==> config.mk <==
export PLATFORM = sky130hd
export DESIGN_NAME = coeffLoader
export DESIGN_NICKNAME = d
export VERILOG_FILES = /design/src/design/hilbertPkg.sv /design/src/design/coeffLoader.sv
export VERILOG_INCLUDE_DIRS = /design/src /design/src/design
export SDC_FILE = /design/constraint.sdc
export NUM_CORES = 1
export LEC_CHECK = 0
export ABC_AREA = 0
export BUFFER_PORTS_ARGS = -buffer_cell sky130_fd_sc_hd__buf_2
export CORE_UTILIZATION = 50
export CTS_CLUSTER_SIZE = 14
export DETAILED_ROUTE_END_ITERATION = 10
export HOLD_SLACK_MARGIN = 0.02
export MAX_ROUTING_LAYER = met4
export PLACE_DENSITY = 0.79
export SETUP_SLACK_MARGIN = 0.05
export SYNTH_ARGS = -nofsm -noshare
export SYNTH_HDL_FRONTEND = slang
export SYNTH_SLANG_ARGS = --single-unit
==> constraint.sdc <==
create_clock -name clock -period 2.3 [get_ports clock]
set_input_delay 0.115 -clock clock [delete_from_list [all_inputs] [get_ports clock]]
set_output_delay 0.115 -clock clock [all_outputs]
set_load 0.01 [all_outputs]
==> src/design/hilbert_settings.svh <==
`ifndef HILBERT_SETTINGS_SVH
`define HILBERT_SETTINGS_SVH

// Number of filter taps.
// The kernel is antisymmetric about a single centre tap, so this must be odd.
`define HT_LENGTH 27

// Width of one input sample and of one stored coefficient.
`define HT_DATA_WIDTH 18

// A coefficient carries this many fraction bits and represents 1.0 as 2^16.
`define HT_COEFF_FRAC 16

// Index of the centre tap.
// This is also the group delay of the filter in accepted samples.
`define HT_CENTER ((`HT_LENGTH - 1) / 2)

`endif

==> src/design/hilbertPkg.sv <==
`include "hilbert_settings.svh"

package hilbertPkg;

	// One input sample in two's complement.
	typedef logic signed [`HT_DATA_WIDTH-1:0] sampleType;

	// One kernel coefficient.
	// The low HT_COEFF_FRAC bits are the fraction.
	typedef logic signed [`HT_DATA_WIDTH-1:0] coeffType;

	// Output word, wide enough for a full product.
	// The sum of all products fits as long as inputs respect the input bound.
	typedef logic signed [2*`HT_DATA_WIDTH-1:0] resultType;

	// Control states run from waiting through loading, filling and streaming to stopped.
	typedef enum logic [2:0] {
		IDLE,
		LOAD,
		FILL,
		RUN,
		STOP
	} ctrlState;

endpackage

==> src/design/coeffLoader.sv <==
`timescale 1ns/1ns
`include "hilbert_settings.svh"

module coeffLoader (
	input logic clock,
	input logic rstN,
	input logic loadStart,
	output logic coeffWrite,
	output hilbertPkg::coeffType coeffData,
	output logic coeffDone
);
	import hilbertPkg::*;

	localparam int indexWidth = $clog2(`HT_LENGTH);
	localparam logic [indexWidth-1:0] lastTap = indexWidth'(`HT_LENGTH - 1);
	localparam real pi = 3.14159265358979323846;

	// The ideal Hilbert response is 2/(pi*k) for odd offsets k and zero for even ones.
	// Ties round away from zero.
	function automatic coeffType kernelTap(input int j);
		int k;
		real scaled;
		real rounded;
		k = j - `HT_CENTER;
		if (k % 2 == 0) begin
			return '0;
		end
		scaled = (2.0 ** `HT_COEFF_FRAC) * 2.0 / (pi * k);
		rounded = (scaled >= 0.0) ? $floor(scaled + 0.5) : -$floor(0.5 - scaled);
		return coeffType'($rtoi(rounded));
	endfunction

	coeffType kernel [`HT_LENGTH];
	logic [indexWidth-1:0] tapIndex;

	// Every table entry is a constant fixed at elaboration.
	for (genvar j = 0; j < `HT_LENGTH; j++) begin : gKernel
		localparam coeffType tapValue = kernelTap(j);
		assign kernel[j] = tapValue;
	end

	// Tap 0 goes out first, one tap per cycle.
	assign coeffData = kernel[tapIndex];
	assign coeffDone = coeffWrite && (tapIndex == lastTap);

	always_ff @(posedge clock) begin
		if (!rstN) begin
			coeffWrite <= 1'b0;
			tapIndex <= '0;
		end else if (loadStart) begin
			coeffWrite <= 1'b1;
			tapIndex <= '0;
		end else if (coeffWrite) begin
			if (tapIndex == lastTap) begin
				coeffWrite <= 1'b0;
				tapIndex <= '0;
			end else begin
				tapIndex <= tapIndex + 1'b1;
			end
		end
	end

endmodule

==> impl_metrics.yaml <==
setup_path:
  crit_buf_inv: 1
  cp_max_fo: 23
  r2r_cells: 4
  cp_slowest_cell: "dfxtp_1"
  start_kind: "flip-flop"
  max_stage_delay_ns: 0.75
  path_cells: "nand2_1 > or3_1 > o211ai_1 > buf_2"
  cp-end-kind: "primary output"
  critical_path_required_ns: 2.18
  cpLargestDelayFamily: "flip-flops"
  worstPathArrival_ns: 1.88
  path_class: "reg2out"
  cp.depth: 4
clock_tree:
  clkTransAtPathRegs_ns: 0.04
  cts_hold_buffers: 0
  clock_insertion_delay_worst_skew_ns: 0.25
  h-tree-depth: 1
  cts_tree: "yes"
  clock-sinks: 6
  cts.path.max_buffers: 2
  ctsResizeCount: 0
  cts-root-buf: "clkbuf_4"
  numCtsBuffers: 3
  post_cts_buffers: 0
global_routing:
  grt_use_total_pct: 22.3
  grt_max_degree: 25
  overflow: 0
  grt_antenna_before_repair: 0
  grt_pass1_wl_um: 2950
  grt_pass1_vias: 672
sta:
  fin_skew_ns: 0.000786
  tns_ns: 0
  rsz0062_at_grt: "no"
  drv_slew: 0
  max_slew_margin_pct: 54.6
  finalCritPeriodShare_pct: 86.9
  min_period_ns: 2.00
  worst_pin_slew_ns: 0.680
  fmax_ghz: 0.500
  hold_ws_ns: 0.0938
  finalHoldViolations: 0
  setup_viol: 0
status:
  status: "finished, final reports clean"
drt:
  drt_first_pass_iters: 5
  antenna_left: 0
  drt-total-wl_um: 1780
  drt_iter0_drc: 19
  wl_per_cell_um: 12.6
  vias_per_cell: 6.04
  routed-wl-met3_um: 92
  vias: 851
  wl_met1_um: 794
  drc: 0
  top_layer_used: "met4"
  wl_met2_um: 852
placed_design:
  place_inst: 138
  globalplace.congestion: 0.836
  port_buffers: 22
  dp_hpwl_um: 1300
flow_run:
  cap_violations: 0
synth:
  synth_top_cell_area_share_pct: 15.3
  syn_inst: 111
  synthArstFlopShare_pct: 0
  syn_area_per_cell_sq_um: 7.09
  synth_area_leaders: "dfxtp_1 15%, ha_1 9.5%, a21oi_1 7.6%"
  ys_seq_area_share_pct: 15.3
  synth.ff_latch_count: 6
  yosysTopAreaCell: "dfxtp_1"
  ys_warn_count: 0
  ys.flop_type: "dfxtp_1"
  syn_area_sq_um: 787
  synth-edff-count: 0
  synth_cell_types: 37
  syn_nets: 120
power_and_ir_drop:
  ir_drop_mv: 0.305
  power_leakage_nw: 0.346
  p_per_area_nw_per_um2: 295
cells_and_area:
  final_common_cell: "buf_2"
  final_cells: 141
  multi_input_area_sq_um: 563
  fin_nets: 137
  post-route-util_pct: 63.6
  diodes: 0
  seq_area_sq_um: 120
  fillers: 127
  final_cell_mix: "22 x buf_2, 12 x a21oi_1, 10 x nand2_1"
  area_delta_synth_final_pct: 11.8
  drive_above_1_share_pct: 25.4
die:
  die_area_sq_um: 1740
  start_util_pct: 56.9
  core_area_sq_um: 1380
  die_w_um: 41.7
  die_h_um: 41.7
  rows: 13
  io_pins: 23
worst_hold_path:
  min_path_cells: 2
  min_path_type: "in2reg"
metrics by stage:
stage          worst slack [ns]  area [sq um]  total power [mW]
6_report                  0.300           880             0.260
5_1_grt                   0.162           880             0.275
4_1_cts                   0.291           880             0.264
3_5_place_dp              0.566           857             0.162
3_3_place_gp              0.609           857             0.162
2_1_floorplan             0.559           787             0.147
kinds of logic after synthesis:
family / count (synthesis) / share of synthesized area (%)
multiplexers: 2 / 4.29
AND/OR/NAND/NOR: 42 / 29.1
buffers and inverters: 19 / 13.2
AO/OA/AOI/OAI: 36 / 28.6
adder cells (fa/ha/maj): 6 / 9.54
flip-flops: 6 / 15.3
area by class of cell:
| type | count | share of cell area (%) |
|---|---|---|
| inverters | 6 | 2.56 |
| clock buffers | 3 | 2.56 |
| multi-input cells | 86 | 64.0 |
| well taps | 15 | 2.13 |
| flip-flops and latches | 6 | 13.7 |
| repair buffers | 25 | 15.1 |
flip-flops by register name, summed over array words and instances, names as in the netlist:
register / flops
tapIndex: 5
coeffWrite: 1
worst register-to-register path, cell delays in order (launching register included):
cell,delay [ns]
dfxtp_1,0.57
buf_4,0.28
nand4b_1,0.25
or3b_1,0.38
a21oi_1,0.12
power breakdown:
group / switching [mW] / leakage [nW] / internal [mW]
registers: 0.00316 / 0.0488 / 0.107
logic: 0.0296 / 0.283 / 0.0214
clock network: 0.0400 / 0.0138 / 0.0591
total: 0.0727 / 0.346 / 0.187
worst paths after layout:
kind                    start           end  slack, ns
hold / removal           rstN    coeffWrite       0.09
hold reg to reg   tapIndex[4]   tapIndex[4]       0.52
setup / recovery  tapIndex[3]  coeffData[9]       0.30
setup reg to reg  tapIndex[2]   tapIndex[2]       0.63
cell usage after synthesis (3+ instances only):
master / count
nand3_1: 5
nor2_1: 7
ha_1: 6
o21ai_0: 6
inv_1: 6
dfxtp_1: 6
buf_2: 5
nand2_1: 10
buf_4: 5
a21oi_1: 12
a211oi_1: 6
nor2b_1: 3
nand2b_1: 3
a31oi_1: 3
layer usage:
| metal | up-vias | GRT usage (%) |
|---|---|---|
| li1 | 427 | - |
| met1 | 380 | 26.9 |
| met2 | 40 | 36.3 |
| met3 | 4 | 1.30 |
| met4 | 0 | 13.5 |
| met5 | - | - |
Power figures use the tool's default switching activity.
