===== config.mk =====
export PLATFORM = sky130hd
export DESIGN_NAME = delayLine
export DESIGN_NICKNAME = d
export VERILOG_FILES = /design/src/design/hilbertPkg.sv /design/src/design/delayLine.sv
export VERILOG_INCLUDE_DIRS = /design/src /design/src/design
export SDC_FILE = /design/constraint.sdc
export NUM_CORES = 1
export LEC_CHECK = 0
export ABC_AREA = 0
export BUFFER_PORTS_ARGS = -buffer_cell sky130_fd_sc_hd__buf_2
export CORE_ASPECT_RATIO = 1.5
export CORE_MARGIN = 3
export CORE_UTILIZATION = 45
export CTS_BUF_LIST = sky130_fd_sc_hd__clkbuf_8
export DETAILED_ROUTE_END_ITERATION = 16
export PLACE_DENSITY = 0.72
export SYNTH_ARGS = -nofsm -noshare
export SYNTH_HDL_FRONTEND = slang
export SYNTH_SLANG_ARGS = --single-unit
export TNS_END_PERCENT = 20

===== constraint.sdc =====
create_clock -name clock -period 4.45 [get_ports clock]
set_input_delay 0.445 -clock clock [delete_from_list [all_inputs] [get_ports clock]]
set_output_delay 0.445 -clock clock [all_outputs]
set_load 0.01 [all_outputs]

===== src/design/hilbert_settings.svh =====
`ifndef HILBERT_SETTINGS_SVH
`define HILBERT_SETTINGS_SVH

// Number of filter taps.
// The kernel is antisymmetric about a single centre tap, so this must be odd.
`define HT_LENGTH 27

// Width of one input sample and of one stored coefficient.
`define HT_DATA_WIDTH 18

// A coefficient carries this many fraction bits and represents 1.0 as 2^16.
`define HT_COEFF_FRAC 16

// Index of the centre tap.
// This is also the group delay of the filter in accepted samples.
`define HT_CENTER ((`HT_LENGTH - 1) / 2)

`endif


===== src/design/hilbertPkg.sv =====
`include "hilbert_settings.svh"

package hilbertPkg;

	// One input sample in two's complement.
	typedef logic signed [`HT_DATA_WIDTH-1:0] sampleType;

	// One kernel coefficient.
	// The low HT_COEFF_FRAC bits are the fraction.
	typedef logic signed [`HT_DATA_WIDTH-1:0] coeffType;

	// Output word, wide enough for a full product.
	// The sum of all products fits as long as inputs respect the input bound.
	typedef logic signed [2*`HT_DATA_WIDTH-1:0] resultType;

	// Control states run from waiting through loading, filling and streaming to stopped.
	typedef enum logic [2:0] {
		IDLE,
		LOAD,
		FILL,
		RUN,
		STOP
	} ctrlState;

endpackage


===== src/design/delayLine.sv =====
`timescale 1ns/1ns
`include "hilbert_settings.svh"

module delayLine (
	input logic clock,
	input logic rstN,
	input logic clearHistory,
	input logic shiftEn,
	input logic zeroOut,
	input hilbertPkg::sampleType dataIn,
	output hilbertPkg::resultType dataOutRe
);
	import hilbertPkg::*;

	// history[0] holds x[n-1] and history[HT_CENTER-1] holds x[n-HT_CENTER].
	sampleType history [`HT_CENTER];

	always_ff @(posedge clock) begin
		if (clearHistory) begin
			for (int i = 0; i < `HT_CENTER; i++) begin
				history[i] <= '0;
			end
		end else if (shiftEn) begin
			history[0] <= dataIn;
			for (int i = 1; i < `HT_CENTER; i++) begin
				history[i] <= history[i-1];
			end
		end
	end

	// The oldest sample is moved up to the coefficient scale.
	// This way both outputs share one fixed-point format.
	always_ff @(posedge clock) begin
		if (!rstN || zeroOut) begin
			dataOutRe <= '0;
		end else begin
			dataOutRe <= resultType'(history[`HT_CENTER-1]) <<< `HT_COEFF_FRAC;
		end
	end

endmodule


==> impl_metrics.py, run 1 <==
metrics = {
    "status": {
        "outcome": "completed",
    },
    "route": {
        "postRouteWirelength_mm": 12.5,
        "drt-met1-wl_mm": 5.29,
        "avgViaCountPerCell": 4.94,
        "met3RoutedLength_um": 607,
        "met2_wirelength_mm": 6.27,
        "drt_pre_antenna_iters": 4,
        "avgRoutedWirePerCell_um": 13.9,
        "remaining_drc_errors": 0,
        "via_count": 4457,
        "first_iter_violations": 299,
        "antenna_left": 0,
        "maxUsedRoutingLayer": "met4",
    },
    "synthesis": {
        "syn_inst": 572,
        "post_synth_num_cell_types": 12,
        "synth_area_leader_cell": "edfxtp_1",
        "portion_of_the_post_synthesis_area_used_by_sequential_elements_pct": 74.1,
        "syn_area_per_cell_um2": 17.4,
        "synth_largest_type_area_fraction_pct": 70.5,
        "netlist_area_um2": 9970,
        "netlist_top_cells_area": "edfxtp_1, and3b_1, dfxtp_1",
        "yosysWarnings": 0,
        "synth.ff_latch_count": 252,
    },
    "floorplan": {
        "start_util_pct": 45.9,
        "design.die.area_um2": 24000,
        "num_io_pins": 59,
        "coreArea_um2": 21700,
        "die_w_um": 128,
        "chipHeight_um": 188,
        "rows": 66,
    },
    "critical_path": {
        "worst-path-max-fanout": 90,
        "cp.arrival_ns": 2.12,
        "timing_worst_setup_path_type": "input port to register",
        "cpMaxStageDelayCell": "or2_4",
        "critical_path.startpoint_type": "input port",
        "cp-end-kind": "register",
        "required_ns": 4.62,
        "worst_path_largest_cell_delay_ns": 0.66,
        "timing.critical_path.cells": "buf_4, or2_4, buf_12",
    },
    "sta": {
        "clock-skew-final_ns": 0.0158,
        "setup_violations": 0,
        "slew_headroom_pct": 27.6,
        "fin_tns_setup_ns": 0,
        "tcrit_tclk_final_pct": 43.7,
        "holdWs_ns": 0.236,
        "timing_worst_slew_pin_value_ns": 1.09,
        "finalHoldViolations": 0,
        "timing.final.crit_period_ns": 1.95,
        "grt_setup_unrepaired": "false",
        "maxSlewViolCount": 0,
        "maximum_clock_frequency_ghz": 0.514,
    },
    "cts": {
        "clock_latency_late_sink_ns": 0.52,
        "clk_path_buf_depth": 3,
        "cts_num_sinks": 252,
        "clock_buffer_count_from_cts": 38,
        "tritoncts": "built",
        "post_cts_buffers": 0,
        "ctsRootBufferMaster": "clkbuf_8",
        "holdBufCountCts": 0,
        "cts.clk_slew.worst_paths_ns": 0.06,
        "clock_tree.htree_level_count": 2,
        "ctsResizeCount": 0,
    },
    "placement": {
        "detailed_place_hpwl_mm": 6.22,
        "port_buffers": 42,
        "post_detailed_placement_cell_area_um2": 10200,
        "place.gp.congestion": 0.658,
    },
    "power": {
        "vdd.ir_drop.worst_uv": 239,
        "total_power_mw": 4.63,
        "total_leakage_power_nw": 4.98,
        "p_per_area_nw_per_um2": 428,
    },
    "global_routing": {
        "grt_util_all_layers_pct": 10.5,
        "grt_max_degree": 133,
        "first_global_vias": 4473,
        "grt_pass1_wl_mm": 21.0,
        "global_route_congestion_overflow_total": 0,
        "antenna_found_initial": 0,
    },
    "layout": {
        "areaGrowthSynthToFinish_pct": 8.48,
        "num_antenna_cells": 0,
        "layout.nets": 633,
        "post_route_cells_drive_above_1_share_pct": 14.9,
        "fin_area_um2": 10800,
    },
    "hold_path": {
        "min_delay_worst_type": "input port to register",
    },
    "run": {
        "maxCapViolCount": 0,
    },
}
==> logic make-up after synthesis <==
group	after synthesis	share of synthesized area [%]
and+or+nand+nor	253	20.8
buffers and inverters	66	5.02
other	1	0.0376
DFF	252	74.1
==> sequential cells by signal, indices dropped and copies added, names as in the netlist <==
signal	flops
history	234
dataOutRe	18
==> stage by stage <==
step	utilization (%)	worst slack [ns]	std cells
2_1_floorplan	-	0.347	587
3_3_place_gp	46.8	1.99	842
3_5_place_dp	46.8	1.93	842
4_1_cts	49.8	2.49	902
5_1_grt	49.8	2.33	902
6_report	49.8	2.50	902
==> cell type report <==
| class | instances | area (µm²) |
|---|---|---|
| Clock buffer | 39 | 537 |
| Clock inverter | 21 | 118 |
| Fill cell | 1793 | 10900 |
| Multi-Input combinational cell | 269 | 2140 |
| Sequential cell | 252 | 7390 |
| Tap cell | 272 | 340 |
| Timing Repair Buffer | 49 | 293 |
==> worst max-delay path: cells and delay by family <==
family | cells | cell delay (ns)
buffers and inverters | 2 | 0.92
and+or+nand+nor | 1 | 0.66
==> cells in the final DEF, fill, tap and decap left out <==
cell type and count:
bufinv_16 1, inv_1 14, nor2b_1 54, inv_6 2
or2_4 1, clkinv_2 2, buf_12 2, dfxtp_1 18
buf_4 7, and3b_1 198, buf_2 40, conb_1 16
edfxtp_1 234, clkbuf_8 39, clkinv_1 2
==> synthesized netlist by cell type <==
cell      instances
nor2b_1          54
edfxtp_1        234
or2_2             1
conb_1            1
buf_4            18
clkbuf_2          5
dfxtp_1          18
and3b_1         198
buf_12            1
clkbuf_1         12
buf_2            10
buf_6            20
==> layer usage <==
metal,track usage [%],up-vias
met4,4.50,0
met2,17.8,83
met3,2.95,33
met1,12.5,2169
met5,0,-
li1,-,2172
==> final timing paths <==
path	startpoint	endpoint	slack [ns]	cells after the start
setup reg to reg	history[0][15]	history[1][15]	3.63	1
hold reg to reg	history[12][12]	dataOutRe[28]	0.48	1
setup / recovery	shiftEn	history[8][4]	2.50	3
hold / removal	dataIn[12]	history[0][12]	0.24	2
==> report_power, final <==
| part | internal [mW] | total (mW) | switching, mW | leakage (nW) |
|---|---|---|---|---|
| clock | 0.866 | 1.66 | 0.795 | 0.389 |
| sequential | 2.75 | 2.78 | 0.0305 | 2.73 |
| combinational | 0.0772 | 0.194 | 0.117 | 1.85 |
| total | 3.69 | 4.63 | 0.942 | 4.98 |
Power figures use the tool's default switching activity.
==> inputs of run 2 (changes only) <==
==> constraint.sdc (replaced) <==
create_clock -name clock -period 1.85 [get_ports clock]
set_input_delay 0.185 -clock clock [delete_from_list [all_inputs] [get_ports clock]]
set_output_delay 0.185 -clock clock [all_outputs]
set_load 0.01 [all_outputs]
==> impl_metrics.py, run 2 (synthesis gave the netlist of run 1 again) <==
metrics = {
    "global_routing": {
        "grt_pass1_wl_mm": 21.3,
        "antenna_found_initial": 0,
        "grt_util_all_layers_pct": 10.7,
        "grt_max_degree": 235,
        "global_route_congestion_overflow_total": 0,
        "first_global_vias": 4668,
    },
    "route": {
        "avgViaCountPerCell": 4.87,
        "via_count": 4543,
        "antenna_left": 0,
        "remaining_drc_errors": 0,
        "avgRoutedWirePerCell_um": 13.6,
        "postRouteWirelength_mm": 12.7,
        "first_iter_violations": 386,
        "drt_pre_antenna_iters": 6,
    },
    "critical_path": {
        "timing.critical_path.depth": 1,
        "crit_path_leading_delay_family": "flip-flops",
        "regToRegStartpoint": "history[10][3]",
        "cp-end-kind": "output pin",
        "required_ns": 1.66,
        "worstSetupStartpoint": "dataOutRe[33]",
        "timing.critical_path.buf_inv": 1,
        "worst-r2r-cell-count": 1,
        "worst-path-max-fanout": 3,
        "cpMaxStageDelayCell": "dfxtp_1",
        "timing.critical_path.cells": "buf_2",
        "worst_path_largest_cell_delay_ns": 0.33,
        "critical_path.startpoint_type": "register",
        "critPathCapture": "dataOutRe[33]",
        "worst_r2r_endpoint": "history[11][3]",
        "timing_worst_setup_path_type": "register to output pin",
        "cp.arrival_ns": 0.98,
        "reg2reg_slack_ns": 1.04,
    },
    "placement": {
        "dp_slack_ns": 0.424,
        "detailed_place_hpwl_mm": 5.96,
        "port_buffers": 42,
        "place.gp.congestion": 0.674,
    },
    "sta": {
        "timing_worst_slew_pin_value_ns": 0.821,
        "maximum_clock_frequency_ghz": 0.859,
        "finalHoldViolations": 0,
        "holdWs_ns": 0.0757,
        "maxSlewViolCount": 0,
        "timing.final.crit_period_ns": 1.16,
        "grt_setup_unrepaired": "false",
        "tcrit_tclk_final_pct": 62.9,
        "slew_headroom_pct": 45.3,
        "setup_violations": 0,
        "clock-skew-final_ns": 0.0209,
        "worst_slack_setup_final_ns": 0.685,
    },
    "cts": {
        "clock_tree.htree_level_count": 2,
        "ctsRootBufferMaster": "clkbuf_8",
        "clk_path_buf_depth": 3,
        "ctsResizeCount": 0,
        "clock_buffer_count_from_cts": 40,
        "tritoncts": "built",
        "cts.clk_slew.worst_paths_ns": 0.06,
        "clock_latency_late_sink_ns": 0.52,
        "cts_num_sinks": 252,
    },
    "layout": {
        "layout.nets": 654,
        "mostFrequentLayoutCells": "edfxtp_1, and3b_1, nor2b_1",
        "num_antenna_cells": 0,
        "regMostFlops": "history",
        "areaGrowthSynthToFinish_pct": 12.6,
        "layout_commonest_cell": "edfxtp_1",
        "post_route_cells_drive_above_1_share_pct": 16.0,
        "nFillCells": 1759,
        "top_regs": "history: 234 flops, dataOutRe: 18 flops",
        "flip_flop_count_of_the_largest_register_all_copies_and_words_added": 234,
    },
    "floorplan": {
        "design.die.area_um2": 24000,
        "chipHeight_um": 188,
        "start_util_pct": 45.9,
        "num_io_pins": 59,
        "die_w_um": 128,
        "rows": 66,
        "coreArea_um2": 21700,
    },
    "run": {
        "maxCapViolCount": 0,
    },
    "power": {
        "total_power_mw": 11.8,
        "total_leakage_power_nw": 5.15,
        "vdd.ir_drop.worst_uv": 656,
        "p_per_area_nw_per_um2": 1050,
    },
    "hold_path": {
        "hold_path.startpoint": "rstN",
        "min_delay_worst_type": "input port to register",
    },
    "status": {
        "outcome": "completed",
    },
}
run 2: worst min-delay path by stage:
stage	to	cells past startpoint
2_1_floorplan	dataOutRe[16]	1
3_3_place_gp	dataOutRe[21]	1
3_5_place_dp	dataOutRe[24]	1
4_1_cts	dataOutRe[32]	2
5_1_grt	dataOutRe[28]	2
6_report	dataOutRe[32]	2
run 2: layer usage:
layer  GRT usage (%)  share of wire (%)  routed length [µm]  up-vias
met5               0                  0                   0        -
met2            18.6                 52                6550       86
met4            5.45                2.8                 361        0
li1                -                  -                   -     2225
met1            12.1                 41                5250     2203
met3            2.47                4.3                 547       29
run 2: report_power, final:
| part | switching (mW) | total, mW | internal (mW) | leakage, nW |
|---|---|---|---|---|
| logic | 0.286 | 0.515 | 0.229 | 1.97 |
| clock network | 2.02 | 4.61 | 2.59 | 0.454 |
| registers | 0.0751 | 6.68 | 6.61 | 2.73 |
run 2: layout make-up:
cell class | count | area [µm²] | share of cell area, %
Multi-Input combinational cell | 269 | 2140 | 19.1
Timing Repair Buffer | 68 | 556 | 4.95
Sequential cell | 252 | 7390 | 65.8
Tap cell | 272 | 340 | 3.03
Clock buffer | 47 | 647 | 5.76
Clock inverter | 25 | 159 | 1.42
run 2: metrics by stage:
stage                     std cells  cell area [µm²]  util [%]  setup TNS (ns)
after global placement          843            10200      47.2               0
after global routing            933            11200      51.7               0
after detailed placement        843            10200      47.2               0
final                           933            11200      51.7               0
after CTS                       933            11200      51.7               0
after floorplan                 587            10100         -         -163.32
run 2: timing repair:
item                                   CTS  global route
buffers inserted                         0             0
hold buffers                            18             0
endpoints found under the hold margin   18             0
