===== config.mk =====
export PLATFORM = sky130hd
export DESIGN_NAME = hilbertControl
export DESIGN_NICKNAME = d
export VERILOG_FILES = /design/src/design/hilbertPkg.sv /design/src/design/hilbertControl.sv
export VERILOG_INCLUDE_DIRS = /design/src /design/src/design
export SDC_FILE = /design/constraint.sdc
export NUM_CORES = 1
export LEC_CHECK = 0
export BUFFER_PORTS_ARGS = -buffer_cell sky130_fd_sc_hd__buf_2
export CAP_MARGIN = 20
export CELL_PAD_IN_SITES_DETAIL_PLACEMENT = 0
export CELL_PAD_IN_SITES_GLOBAL_PLACEMENT = 1
export CORE_AREA = 2 2 41 43
export CTS_CLUSTER_SIZE = 25
export DETAILED_ROUTE_END_ITERATION = 10
export DIE_AREA = 0 0 43 45
export MAX_ROUTING_LAYER = met4
export PLACE_DENSITY = 0.79
export SYNTH_ARGS = -nofsm -noshare
export SYNTH_HDL_FRONTEND = slang
export SYNTH_SLANG_ARGS = --single-unit

===== constraint.sdc =====
create_clock -name clock -period 1.65 [get_ports clock]
set_input_delay 0.0825 -clock clock [delete_from_list [all_inputs] [get_ports clock]]
set_output_delay 0.0825 -clock clock [all_outputs]
set_load 0.02 [all_outputs]

===== src/design/hilbert_settings.svh =====
`ifndef HILBERT_SETTINGS_SVH
`define HILBERT_SETTINGS_SVH

// Number of filter taps.
// The kernel is antisymmetric about a single centre tap, so this must be odd.
`define HT_LENGTH 27

// Width of one input sample and of one stored coefficient.
`define HT_DATA_WIDTH 18

// A coefficient carries this many fraction bits and represents 1.0 as 2^16.
`define HT_COEFF_FRAC 16

// Index of the centre tap.
// This is also the group delay of the filter in accepted samples.
`define HT_CENTER ((`HT_LENGTH - 1) / 2)

`endif


===== src/design/hilbertPkg.sv =====
`include "hilbert_settings.svh"

package hilbertPkg;

	// One input sample in two's complement.
	typedef logic signed [`HT_DATA_WIDTH-1:0] sampleType;

	// One kernel coefficient.
	// The low HT_COEFF_FRAC bits are the fraction.
	typedef logic signed [`HT_DATA_WIDTH-1:0] coeffType;

	// Output word, wide enough for a full product.
	// The sum of all products fits as long as inputs respect the input bound.
	typedef logic signed [2*`HT_DATA_WIDTH-1:0] resultType;

	// Control states run from waiting through loading, filling and streaming to stopped.
	typedef enum logic [2:0] {
		IDLE,
		LOAD,
		FILL,
		RUN,
		STOP
	} ctrlState;

endpackage


===== src/design/hilbertControl.sv =====
`timescale 1ns/1ns
`include "hilbert_settings.svh"

module hilbertControl (
	input logic clock,
	input logic rstN,
	input logic enable,
	input logic stopDataIn,
	input logic coeffDone,
	output logic loadStart,
	output logic shiftEn,
	output logic clearHistory,
	output logic outValid,
	output logic zeroOut
);
	import hilbertPkg::*;

	// The fill counter must be able to hold HT_LENGTH itself.
	localparam int countWidth = $clog2(`HT_LENGTH + 1);
	// Count value seen at the edge that accepts the last sample of the first window.
	localparam logic [countWidth-1:0] lastFill = countWidth'(`HT_LENGTH - 1);

	ctrlState state;
	logic [countWidth-1:0] fillCount;
	logic streaming;
	logic accept;

	// Samples are taken in FILL and RUN only.
	assign streaming = (state == FILL) || (state == RUN);

	// A raised stop refuses the sample in the same cycle, so the sample at the stop
	// edge never reaches the tap history.
	assign accept = streaming && !stopDataIn;

	// The shift enable is the sampleReady level seen at the top level.
	assign shiftEn = accept;

	// History is wiped for as long as the block sits idle.
	// A restart therefore always begins from an empty window.
	assign clearHistory = (state == IDLE);

	// RUN is entered at the edge that registers the output of the
	// HT_LENGTH-th sample, so valid simply follows the state.
	assign outValid = (state == RUN);

	// Output registers load zero on every edge without an accepted sample.
	// This covers IDLE, LOAD, STOP and the stop edge itself.
	assign zeroOut = !accept;

	always_ff @(posedge clock) begin
		if (!rstN) begin
			state <= IDLE;
			loadStart <= 1'b0;
			fillCount <= '0;
		end else begin
			// The load request is a single cycle pulse.
			loadStart <= 1'b0;
			case (state)
				IDLE: begin
					fillCount <= '0;
					if (enable) begin
						state <= LOAD;
						loadStart <= 1'b1;
					end
				end
				// The loader flags the last coefficient write itself.
				LOAD: begin
					if (coeffDone) begin
						state <= FILL;
					end
				end
				FILL: begin
					if (stopDataIn) begin
						state <= STOP;
					end else begin
						fillCount <= fillCount + 1'b1;
						if (fillCount == lastFill) begin
							state <= RUN;
						end
					end
				end
				RUN: begin
					if (stopDataIn) begin
						state <= STOP;
					end
				end
				// Stay stopped until enable is released.
				STOP: begin
					if (!enable) begin
						state <= IDLE;
					end
				end
				default: state <= IDLE;
			endcase
		end
	end

endmodule


==> results of run 1 <==
-- final timing paths --
path	startpoint	endpoint	cells past startpoint
hold reg to reg	state[1]$_SDFFE_PN0P_	fillCount[0]$_SDFFE_PN0P_	2
setup reg to reg	state[0]$_SDFFE_PN0P_	state[0]$_SDFFE_PN0P_	4
hold / removal	enable	loadStart$_SDFF_PN0_	2
setup / recovery	state[2]$_SDFFE_PN0P_	clearHistory	3
-- Yosys cell counts --
cell	count	area, um2
nor3_1	1	5.00
nor2b_1	2	12.5
inv_1	2	7.51
clkbuf_1	1	3.75
nor3b_1	1	7.51
a22oi_1	1	7.51
ha_1	2	25.0
o22ai_2	1	12.5
a211oi_1	1	7.51
buf_2	1	5.00
nand2_1	7	26.3
nand4_1	2	12.5
xor2_1	3	26.3
or3b_2	1	8.76
nand3_1	1	5.00
a21boi_0	1	7.51
or3b_4	1	11.3
a41o_1	1	10.0
o31ai_1	1	7.51
mux2_2	1	11.3
and3_1	1	6.26
nor2_1	7	26.3
buf_6	1	11.3
or2_2	1	6.26
mux2i_1	1	10.0
dfxtp_1	9	180
o21a_1	2	15.0
a21oi_1	1	5.00
o21ai_0	2	10.0
and2_1	1	6.26
and3b_2	2	20.0
-- power by group through the flow --
stage | clock [uW] | combinational (uW) | sequential, uW
4_1_cts | 182 | 144 | 246
6_report | 173 | 142 | 246
5_1_grt | 192 | 158 | 250
3_3_place_gp | 0 | 145 | 251
3_5_place_dp | 0 | 143 | 251
2_1_floorplan | 0 | 109 | 249
-- through the flow --
step	util	cell area [um2]	std cells	hold slack (ns)	setup slack, ns
floorplan	-	517	60	0.200	0.278
global placement	0.387	569	83	0.326	0.232
finish	0.405	596	87	0.0628	0.239
CTS	0.405	596	87	0.0557	0.223
global route	0.405	596	87	0.0762	0.139
detailed placement	0.387	569	83	0.329	0.257
-- per-layer routing --
layer / vias up / global-route usage / share of wire / wire length, um
met2: 10 / 0.139 / 0.42 / 380
met4: 0 / 0.0545 / 0.0066 / 6
li1: 228 / - / - / -
met3: 2 / 0.0600 / 0.066 / 60
met1: 182 / 0.147 / 0.51 / 462
met5: - / - / 0 / 0
-- critical path, cell delays in order (launching register included) --
cell and delay, ns:
dfxtp_1 0.39, or2_2 0.38, nor2_1 0.12, buf_2 0.18
-- cells in the final DEF, fill, tap and decap left out, types with 2 or more instances in the layout --
master and count:
and3b_2 2, buf_2 9, clkbuf_4 3, dfxtp_1 9, ha_1 2, inv_1 2, nand2_1 7, nand4_1 2
nor2_1 7, nor2b_1 2, o21a_1 2, o21ai_0 2, xor2_1 3
-- final cells by class --
| type | count | area [um2] | area share |
|---|---|---|---|
| well taps | 16 | 20.0 | 0.0336 |
| repair buffers | 10 | 52.6 | 0.0882 |
| inverters | 2 | 7.51 | 0.0126 |
| flip-flops and latches | 9 | 180 | 0.303 |
| multi-input cells | 46 | 309 | 0.519 |
| clock buffers | 4 | 26.3 | 0.0441 |
-- cell families (layout without fill, tap and decap cells) --
group | after synthesis | in the layout | share of synthesized area
AO/OA/AOI/OAI | 11 | 11 | 0.160
XOR/XNOR | 3 | 3 | 0.0509
adder cells (fa/ha/maj) | 2 | 2 | 0.0484
buffers and inverters | 5 | 16 | 0.0533
flip-flops | 9 | 9 | 0.349
multiplexers | 2 | 2 | 0.0412
AND/OR/NAND/NOR | 28 | 28 | 0.298
-- sequential cells by signal, summed over array words and instances, names as in the netlist --
name,flops
fillCount,5
state,3
loadStart,1
==> impl_metrics.env, run 1 <==
export IMPL_die_h_um=45
export IMPL_drv_slew=0
export IMPL_final_layout_size_suffix_gt1_frac=0.282
export IMPL_power_frac_comb=0.253
export IMPL_setup_viol=0
export IMPL_antennaDiodeCount=0
export IMPL_rsz0062_at_grt="no"
export IMPL_grt_usage=0.113
export IMPL_grt_max_degree=12
export IMPL_synth_distinct_cells=31
export IMPL_hold_viol=0
export IMPL_switching_power_uw=177
export IMPL_drtIter0Drc=3
export IMPL_ys_warn_count=0
export IMPL_numPortBuffers=9
export IMPL_post_cts_buffers=0
export IMPL_syn2layout_area_growth_pct=15.3
export IMPL_crit_required_ns=1.57
export IMPL_drc=0
export IMPL_die_x_um=43
export IMPL_fmax_ghz=0.709
export IMPL_dieArea_mm2=0.00194
export IMPL_seqPwrFrac=0.438
export IMPL_drt_pass1_iterations=4
export IMPL_tightest_slew_ns=0.483
export IMPL_power_density_mw_per_mm2=943
export IMPL_grt_pass1_vias=364
export IMPL_fill_cells=160
export IMPL_internal_power_uw=385
export IMPL_htreeDepth=1
export IMPL_grt_antenna_before_repair=0
export IMPL_cts_tree="yes"
export IMPL_clock_sinks=9
export IMPL_relSlewSlack=0.676
export IMPL_p_leak_uw=0.000252
export IMPL_synth_nets=67
export IMPL_r2r_setup_slack_ns=0.25
export IMPL_arrival_ns=1.33
export IMPL_maxCapViolCount=0
export IMPL_yosysSeqAreaShare=0.349
export IMPL_ir_drop_uv=410
export IMPL_wirelength_um=909
export IMPL_power_share_clock=0.308
export IMPL_dp_hpwl_um=690
export IMPL_ctsHoldBuffers=0
export IMPL_worstSetupStartpointType="register"
export IMPL_cp_max_fo=11
export IMPL_min_path_type="in -> reg"
export IMPL_fin_crit_sh=0.855
export IMPL_syn_inst=60
export IMPL_drtAntennaViolNets=0
export IMPL_fin_crit_ns=1.41
export IMPL_avgViaCountPerCell=4.85
export IMPL_grt_overflow_total=0
export IMPL_finalSetupTns_ns=0
export IMPL_ctsResizeCount=0
export IMPL_clk_latency_ns=0.26
export IMPL_nets=79
export IMPL_syn_avg_cell_area_um2=8.61
export IMPL_wl_per_cell_um=10.4
export IMPL_clock_path_buffers=2
export IMPL_worstSetupPathType="reg -> out"
export IMPL_rows=14
export IMPL_clkTransAtPathRegs_ns=0.06
export IMPL_numCtsBuffers=3
export IMPL_syn_area_um2=517
export IMPL_ys_seq_elements=9
export IMPL_place_gp_congestion=0.812
export IMPL_total_power_uw=561
export IMPL_grt_pass1_wl_mm=1.51
export IMPL_root_buffer="clkbuf_4"
export IMPL_skew_ns=0.00483
export IMPL_switching_share=0.315
export IMPL_core_mm2=0.00147
export IMPL_endpoint_kind="output port"
export IMPL_initial_utilization=0.351
export IMPL_ioPinCount=10
export IMPL_status="finished clean"
export IMPL_num_vias=422
(Power assumes the default switching activity.)
==> run 2: changes to the inputs <==
--- a/config.mk
+++ b/config.mk
@@ -16,6 +16,7 @@
 export DIE_AREA = 0 0 43 45
 export MAX_ROUTING_LAYER = met4
 export PLACE_DENSITY = 0.79
+export RECOVER_POWER = 50
 export SYNTH_ARGS = -nofsm -noshare
 export SYNTH_HDL_FRONTEND = slang
 export SYNTH_SLANG_ARGS = --single-unit
==> run 2 against run 1 <==
  * Register-to-register slack got worse by 0.02 ns
  * Sequential power barely moved
  * Via count rose by 3.8%
  * Maximum frequency fell by 3.5%
  * Clock skew barely moved
  * First-iteration DRC count rose by 33%
  * Routed wire length rose by 1.2%
  * Die area did not move
  * Sequential share of layout area rose by 0.32 points
  * Largest cell class unchanged
==> impl_metrics.env, run 2 (synthesized netlist as in run 1, its figures left out) <==
export IMPL_path_cells="clkbuf_1 > and3b_2 > clkbuf_1"
export IMPL_grt_antenna_before_repair=0
export IMPL_num_vias=438
export IMPL_core_mm2=0.00147
export IMPL_regToRegEndpoint="state[0]$_SDFFE_PN0P_"
export IMPL_place_gp_congestion=0.812
export IMPL_grt_overflow_total=0
export IMPL_slowest_stage="dfxtp_1"
export IMPL_status="finished clean"
export IMPL_tightest_slew_ns=0.481
export IMPL_grt_pass1_wl_mm=1.51
export IMPL_layout_setup_ws_ns=0.187
export IMPL_endpoint_kind="output port"
export IMPL_ctsResizeCount=0
export IMPL_finalNonFillerCells=87
export IMPL_hold_viol=0
export IMPL_worstSetupPathType="reg -> out"
export IMPL_layout_commonest_cell="dfxtp_1"
export IMPL_wl_met2_um=395
export IMPL_drtIter0Drc=4
export IMPL_largest_reg_flops=5
export IMPL_wirelength_um=920
export IMPL_syn2layout_area_growth_pct=14.0
export IMPL_fin_crit_sh=0.887
export IMPL_cp_max_fo=8
export IMPL_placed_cell_area_um2=569
export IMPL_finish_instance_area_um2=589
export IMPL_post_cts_buffers=0
export IMPL_p_leak_uw=0.000239
export IMPL_cts_tree="yes"
export IMPL_crit_path_max_incr_delay_ns=0.38
export IMPL_antennaDiodeCount=0
export IMPL_reg2regPathDepth=4
export IMPL_arrival_ns=1.38
export IMPL_drc=0
export IMPL_dp_hpwl_um=690
export IMPL_dieArea_mm2=0.00194
export IMPL_timing_rr_start="state[0]$_SDFFE_PN0P_"
export IMPL_wl_per_cell_um=10.6
export IMPL_rsz0062_at_grt="no"
export IMPL_skew_ns=0.00470
export IMPL_reg_top3="fillCount: 5 flops, state: 3 flops, loadStart: 1 flops"
export IMPL_min_path_cells=2
export IMPL_r2r_setup_slack_ns=0.23
export IMPL_relSlewSlack=0.677
export IMPL_grt_pass1_vias=364
export IMPL_largest_register="fillCount"
export IMPL_die_x_um=43
export IMPL_ir_drop_uv=376
export IMPL_drtAntennaViolNets=0
export IMPL_hp_start="enable"
export IMPL_min_path_type="in -> reg"
export IMPL_final_layout_size_suffix_gt1_frac=0.239
export IMPL_numPortBuffers=9
export IMPL_ctsHoldBuffers=0
export IMPL_final_cell_mix="dfxtp_1, nor2_1, nand2_1, buf_2, clkbuf_1"
export IMPL_power_density_mw_per_mm2=948
export IMPL_routed_top_layer="met4"
export IMPL_grt_max_degree=12
export IMPL_wl_met1_um=456
export IMPL_ioPinCount=10
export IMPL_place_ws_ns=0.257
export IMPL_clock_path_buffers=2
export IMPL_grt_usage=0.113
export IMPL_critPathMostFrequentCell="clkbuf_1"
export IMPL_root_buffer="clkbuf_4"
export IMPL_worstSetupStartpointType="register"
export IMPL_drt_pass1_iterations=4
export IMPL_setup_viol=0
export IMPL_avgViaCountPerCell=5.03
export IMPL_clk_latency_ns=0.26
export IMPL_fin_crit_ns=1.46
export IMPL_crit_required_ns=1.57
export IMPL_fmax_ghz=0.684
export IMPL_numCtsBuffers=3
export IMPL_drv_slew=0
export IMPL_initial_utilization=0.351
export IMPL_finalSetupTns_ns=0
export IMPL_die_h_um=45
export IMPL_holdPathEnd="loadStart$_SDFF_PN0_"
export IMPL_nets=79
export IMPL_rows=14
export IMPL_clkTransAtPathRegs_ns=0.06
export IMPL_dp_cells=83
export IMPL_clock_sinks=9
export IMPL_maxCapViolCount=0
export IMPL_htreeDepth=1
export IMPL_wl_met3_um=62
-- run 2: cell types whose count changed in the layout (fill, tap and decap cells not counted) --
| cell | previous run | this run |
|---|---|---|
| clkbuf_1 | 1 | 4 |
| buf_2 | 9 | 7 |
| buf_4 | 1 | 0 |
-- run 2: where the power goes --
group / internal, uW / total [uW] / switching [uW]
logic: 58.2 / 139 / 81.0
clock network: 93.3 / 173 / 79.5
registers: 230 / 247 / 16.7
-- run 2: final cells by class --
type,instances,area (um2)
flip-flops and latches,9,180
multi-input cells,46,309
well taps,16,20.0
repair buffers,10,46.3
clock buffers,4,26.3
fillers,159,882
inverters,2,7.51
-- run 2: per-stage QoR --
| step | utilization | power (uW) | hold WS [ns] |
|---|---|---|---|
| CTS | 0.405 | 571 | 0.0557 |
| global route | 0.401 | 597 | 0.0762 |
| detailed placement | 0.387 | 394 | 0.329 |
| floorplan | - | 358 | 0.200 |
| finish | 0.401 | 559 | 0.0634 |
| global placement | 0.387 | 396 | 0.326 |
-- run 2: metal layers --
layer  up-vias  track usage
li1        228            -
met1       196        0.147
met2        12        0.139
met3         2       0.0600
met4         0       0.0545
met5         -            -
-- run 2: worst max-delay path, delay by kind of cell (launching register included) --
kind,cells,cell delay (ns)
and+or+nand+nor,1,0.23
DFF,1,0.38
buffers and inverters,2,0.51
-- run 2: how the worst max path moves through the flow --
| stage | cells past startpoint | endpoint | slack, ns | start |
|---|---|---|---|---|
| global route | 3 | outValid | 0.08 | state[1]$_SDFFE_PN0P_ |
| finish | 3 | outValid | 0.19 | state[1]$_SDFFE_PN0P_ |
| CTS | 3 | clearHistory | 0.22 | state[2]$_SDFFE_PN0P_ |
| global placement | 4 | state[0]$_SDFFE_PN0P_ | 0.23 | state[0]$_SDFFE_PN0P_ |
| floorplan | 5 | state[0]$_SDFFE_PN0P_ | 0.28 | state[2]$_SDFFE_PN0P_ |
| detailed placement | 4 | state[0]$_SDFFE_PN0P_ | 0.26 | state[0]$_SDFFE_PN0P_ |
==> run 3: changes to the inputs <==
--- a/config.mk
+++ b/config.mk
@@ -11,6 +11,7 @@
 export CELL_PAD_IN_SITES_DETAIL_PLACEMENT = 0
 export CELL_PAD_IN_SITES_GLOBAL_PLACEMENT = 1
 export CORE_AREA = 2 2 41 43
+export CTS_BUF_LIST = sky130_fd_sc_hd__clkbuf_16
 export CTS_CLUSTER_SIZE = 25
 export DETAILED_ROUTE_END_ITERATION = 10
 export DIE_AREA = 0 0 43 45
==> run 3 against run 2 <==
  * Global-route usage increased by 0.69 points
  * Highest routed layer unchanged
  * Sequential share of layout area decreased by 2.4 points
  * Critical path type unchanged
  * Largest cell class unchanged
  * Cell count stayed put
  * Total power increased by 45%
  * Die area is the same
  * Routed wire length increased by 2.7%
  * Flip-flop and latch count unchanged
==> impl_metrics.env, run 3 (synthesized netlist as in run 1, its figures left out) <==
export IMPL_maxCapViolCount=0
export IMPL_tightest_slew_ns=0.481
export IMPL_dp_hpwl_um=690
export IMPL_drc=0
export IMPL_seq_area_um2=180
export IMPL_nets=79
export IMPL_timing_rr_start="state[0]$_SDFFE_PN0P_"
export IMPL_multi_input_area_um2=307
export IMPL_grt_overflow_total=0
export IMPL_relSlewSlack=0.678
export IMPL_finalSetupTns_ns=0
export IMPL_reg_top3="fillCount: 5 flops, state: 3 flops, loadStart: 1 flops"
export IMPL_wirelength_um=945
export IMPL_syn2layout_area_growth_pct=23.7
export IMPL_fin_crit_sh=0.863
export IMPL_wl_met2_um=389
export IMPL_final_layout_size_suffix_gt1_frac=0.225
export IMPL_skew_ns=0.00131
export IMPL_hold_viol=0
export IMPL_num_vias=420
export IMPL_clock_sinks=9
export IMPL_regToRegEndpoint="state[0]$_SDFFE_PN0P_"
export IMPL_p_leak_uw=0.000264
export IMPL_wl_met1_um=460
export IMPL_clk_latency_ns=0.24
export IMPL_die_h_um=45
export IMPL_min_path_cells=2
export IMPL_ctsHoldBuffers=0
export IMPL_placed_cell_area_um2=569
export IMPL_endpoint_kind="output port"
export IMPL_drtIter0Drc=7
export IMPL_place_gp_congestion=0.812
export IMPL_drv_slew=0
export IMPL_setup_viol=0
export IMPL_arrival_ns=1.34
export IMPL_rsz0062_at_grt="no"
export IMPL_fmax_ghz=0.702
export IMPL_core_mm2=0.00147
export IMPL_hp_start="enable"
export IMPL_grt_antenna_before_repair=0
export IMPL_clkTransAtPathRegs_ns=0.04
export IMPL_r2r_setup_slack_ns=0.24
export IMPL_finish_instance_area_um2=639
export IMPL_routed_top_layer="met4"
export IMPL_post_cts_buffers=0
export IMPL_reg2regPathDepth=4
export IMPL_rows=14
export IMPL_power_density_mw_per_mm2=1270
export IMPL_wl_per_cell_um=10.9
export IMPL_initial_utilization=0.351
export IMPL_drt_pass1_iterations=4
export IMPL_final_cell_mix="dfxtp_1, nor2_1, nand2_1, buf_2"
export IMPL_grt_usage=0.120
export IMPL_htreeDepth=1
export IMPL_largest_reg_flops=5
export IMPL_wl_met3_um=68
export IMPL_cp_max_fo=8
export IMPL_fin_crit_ns=1.42
export IMPL_root_buffer="clkbuf_16"
export IMPL_avgViaCountPerCell=4.83
export IMPL_layout_commonest_cell="dfxtp_1"
export IMPL_drtAntennaViolNets=0
export IMPL_clock_path_buffers=2
export IMPL_die_x_um=43
export IMPL_crit_required_ns=1.57
export IMPL_cts_tree="yes"
export IMPL_worstSetupPathType="reg -> out"
export IMPL_fill_cells=153
export IMPL_grt_pass1_vias=367
export IMPL_min_path_type="in -> reg"
export IMPL_ctsResizeCount=0
export IMPL_largest_register="fillCount"
export IMPL_antennaDiodeCount=0
export IMPL_holdPathEnd="loadStart$_SDFF_PN0_"
export IMPL_numPortBuffers=9
export IMPL_dieArea_mm2=0.00194
export IMPL_numCtsBuffers=3
export IMPL_grt_pass1_wl_mm=1.55
export IMPL_ir_drop_uv=605
export IMPL_status="finished clean"
export IMPL_worstSetupStartpointType="register"
export IMPL_ioPinCount=10
export IMPL_grt_max_degree=12
-- run 3: cell types whose count changed in the layout (fill, tap and decap cells not counted), sizes merged --
cell    before  now
inv          2    3
clkbuf       7    6
-- run 3: cell type report --
class                      count  area share
inverter                       2      0.0117
clock inverter                 1     0.00587
multi-input combinational     46       0.479
tap                           16      0.0313
sequential                     9       0.282
timing repair buffer          10      0.0724
clock buffer                   3       0.117
-- run 3: worst max-delay path by stage --
stage	startpoint	endpoint	slack (ns)	cells after the start
floorplan	state[2]$_SDFFE_PN0P_	state[0]$_SDFFE_PN0P_	0.28	5
global placement	state[0]$_SDFFE_PN0P_	state[0]$_SDFFE_PN0P_	0.23	4
detailed placement	state[0]$_SDFFE_PN0P_	state[0]$_SDFFE_PN0P_	0.26	4
CTS	state[0]$_SDFFE_PN0P_	state[0]$_SDFFE_PN0P_	0.25	4
global route	state[1]$_SDFFE_PN0P_	outValid	0.13	3
finish	state[1]$_SDFFE_PN0P_	outValid	0.23	3
-- run 3: per-layer routing --
metal,global-route usage,vias up
li1,-,229
met1,0.149,177
met2,0.142,11
met3,0.0600,3
met4,0.0909,0
met5,-,-
-- run 3: worst max-delay path, cell delays in order (launching register included) --
cell and delay, ns:
dfxtp_1 0.37, clkbuf_1 0.28, and3b_2 0.23, clkbuf_1 0.23
-- run 3: metrics by stage --
stage / worst slack, ns / hold WS, ns / total power (uW) / std cells / util
global route: 0.132 / 0.116 / 852 / 87 / 0.435
CTS: 0.251 / 0.0839 / 832 / 87 / 0.440
floorplan: 0.278 / 0.200 / 358 / 60 / -
finish: 0.226 / 0.0868 / 813 / 87 / 0.435
global placement: 0.232 / 0.326 / 396 / 83 / 0.387
detailed placement: 0.257 / 0.329 / 394 / 83 / 0.387
-- run 3: power by group --
group	internal [uW]	total [uW]	switching, uW
Clock	317	427	110
Sequential	232	248	16.2
Combinational	57.1	138	81.1
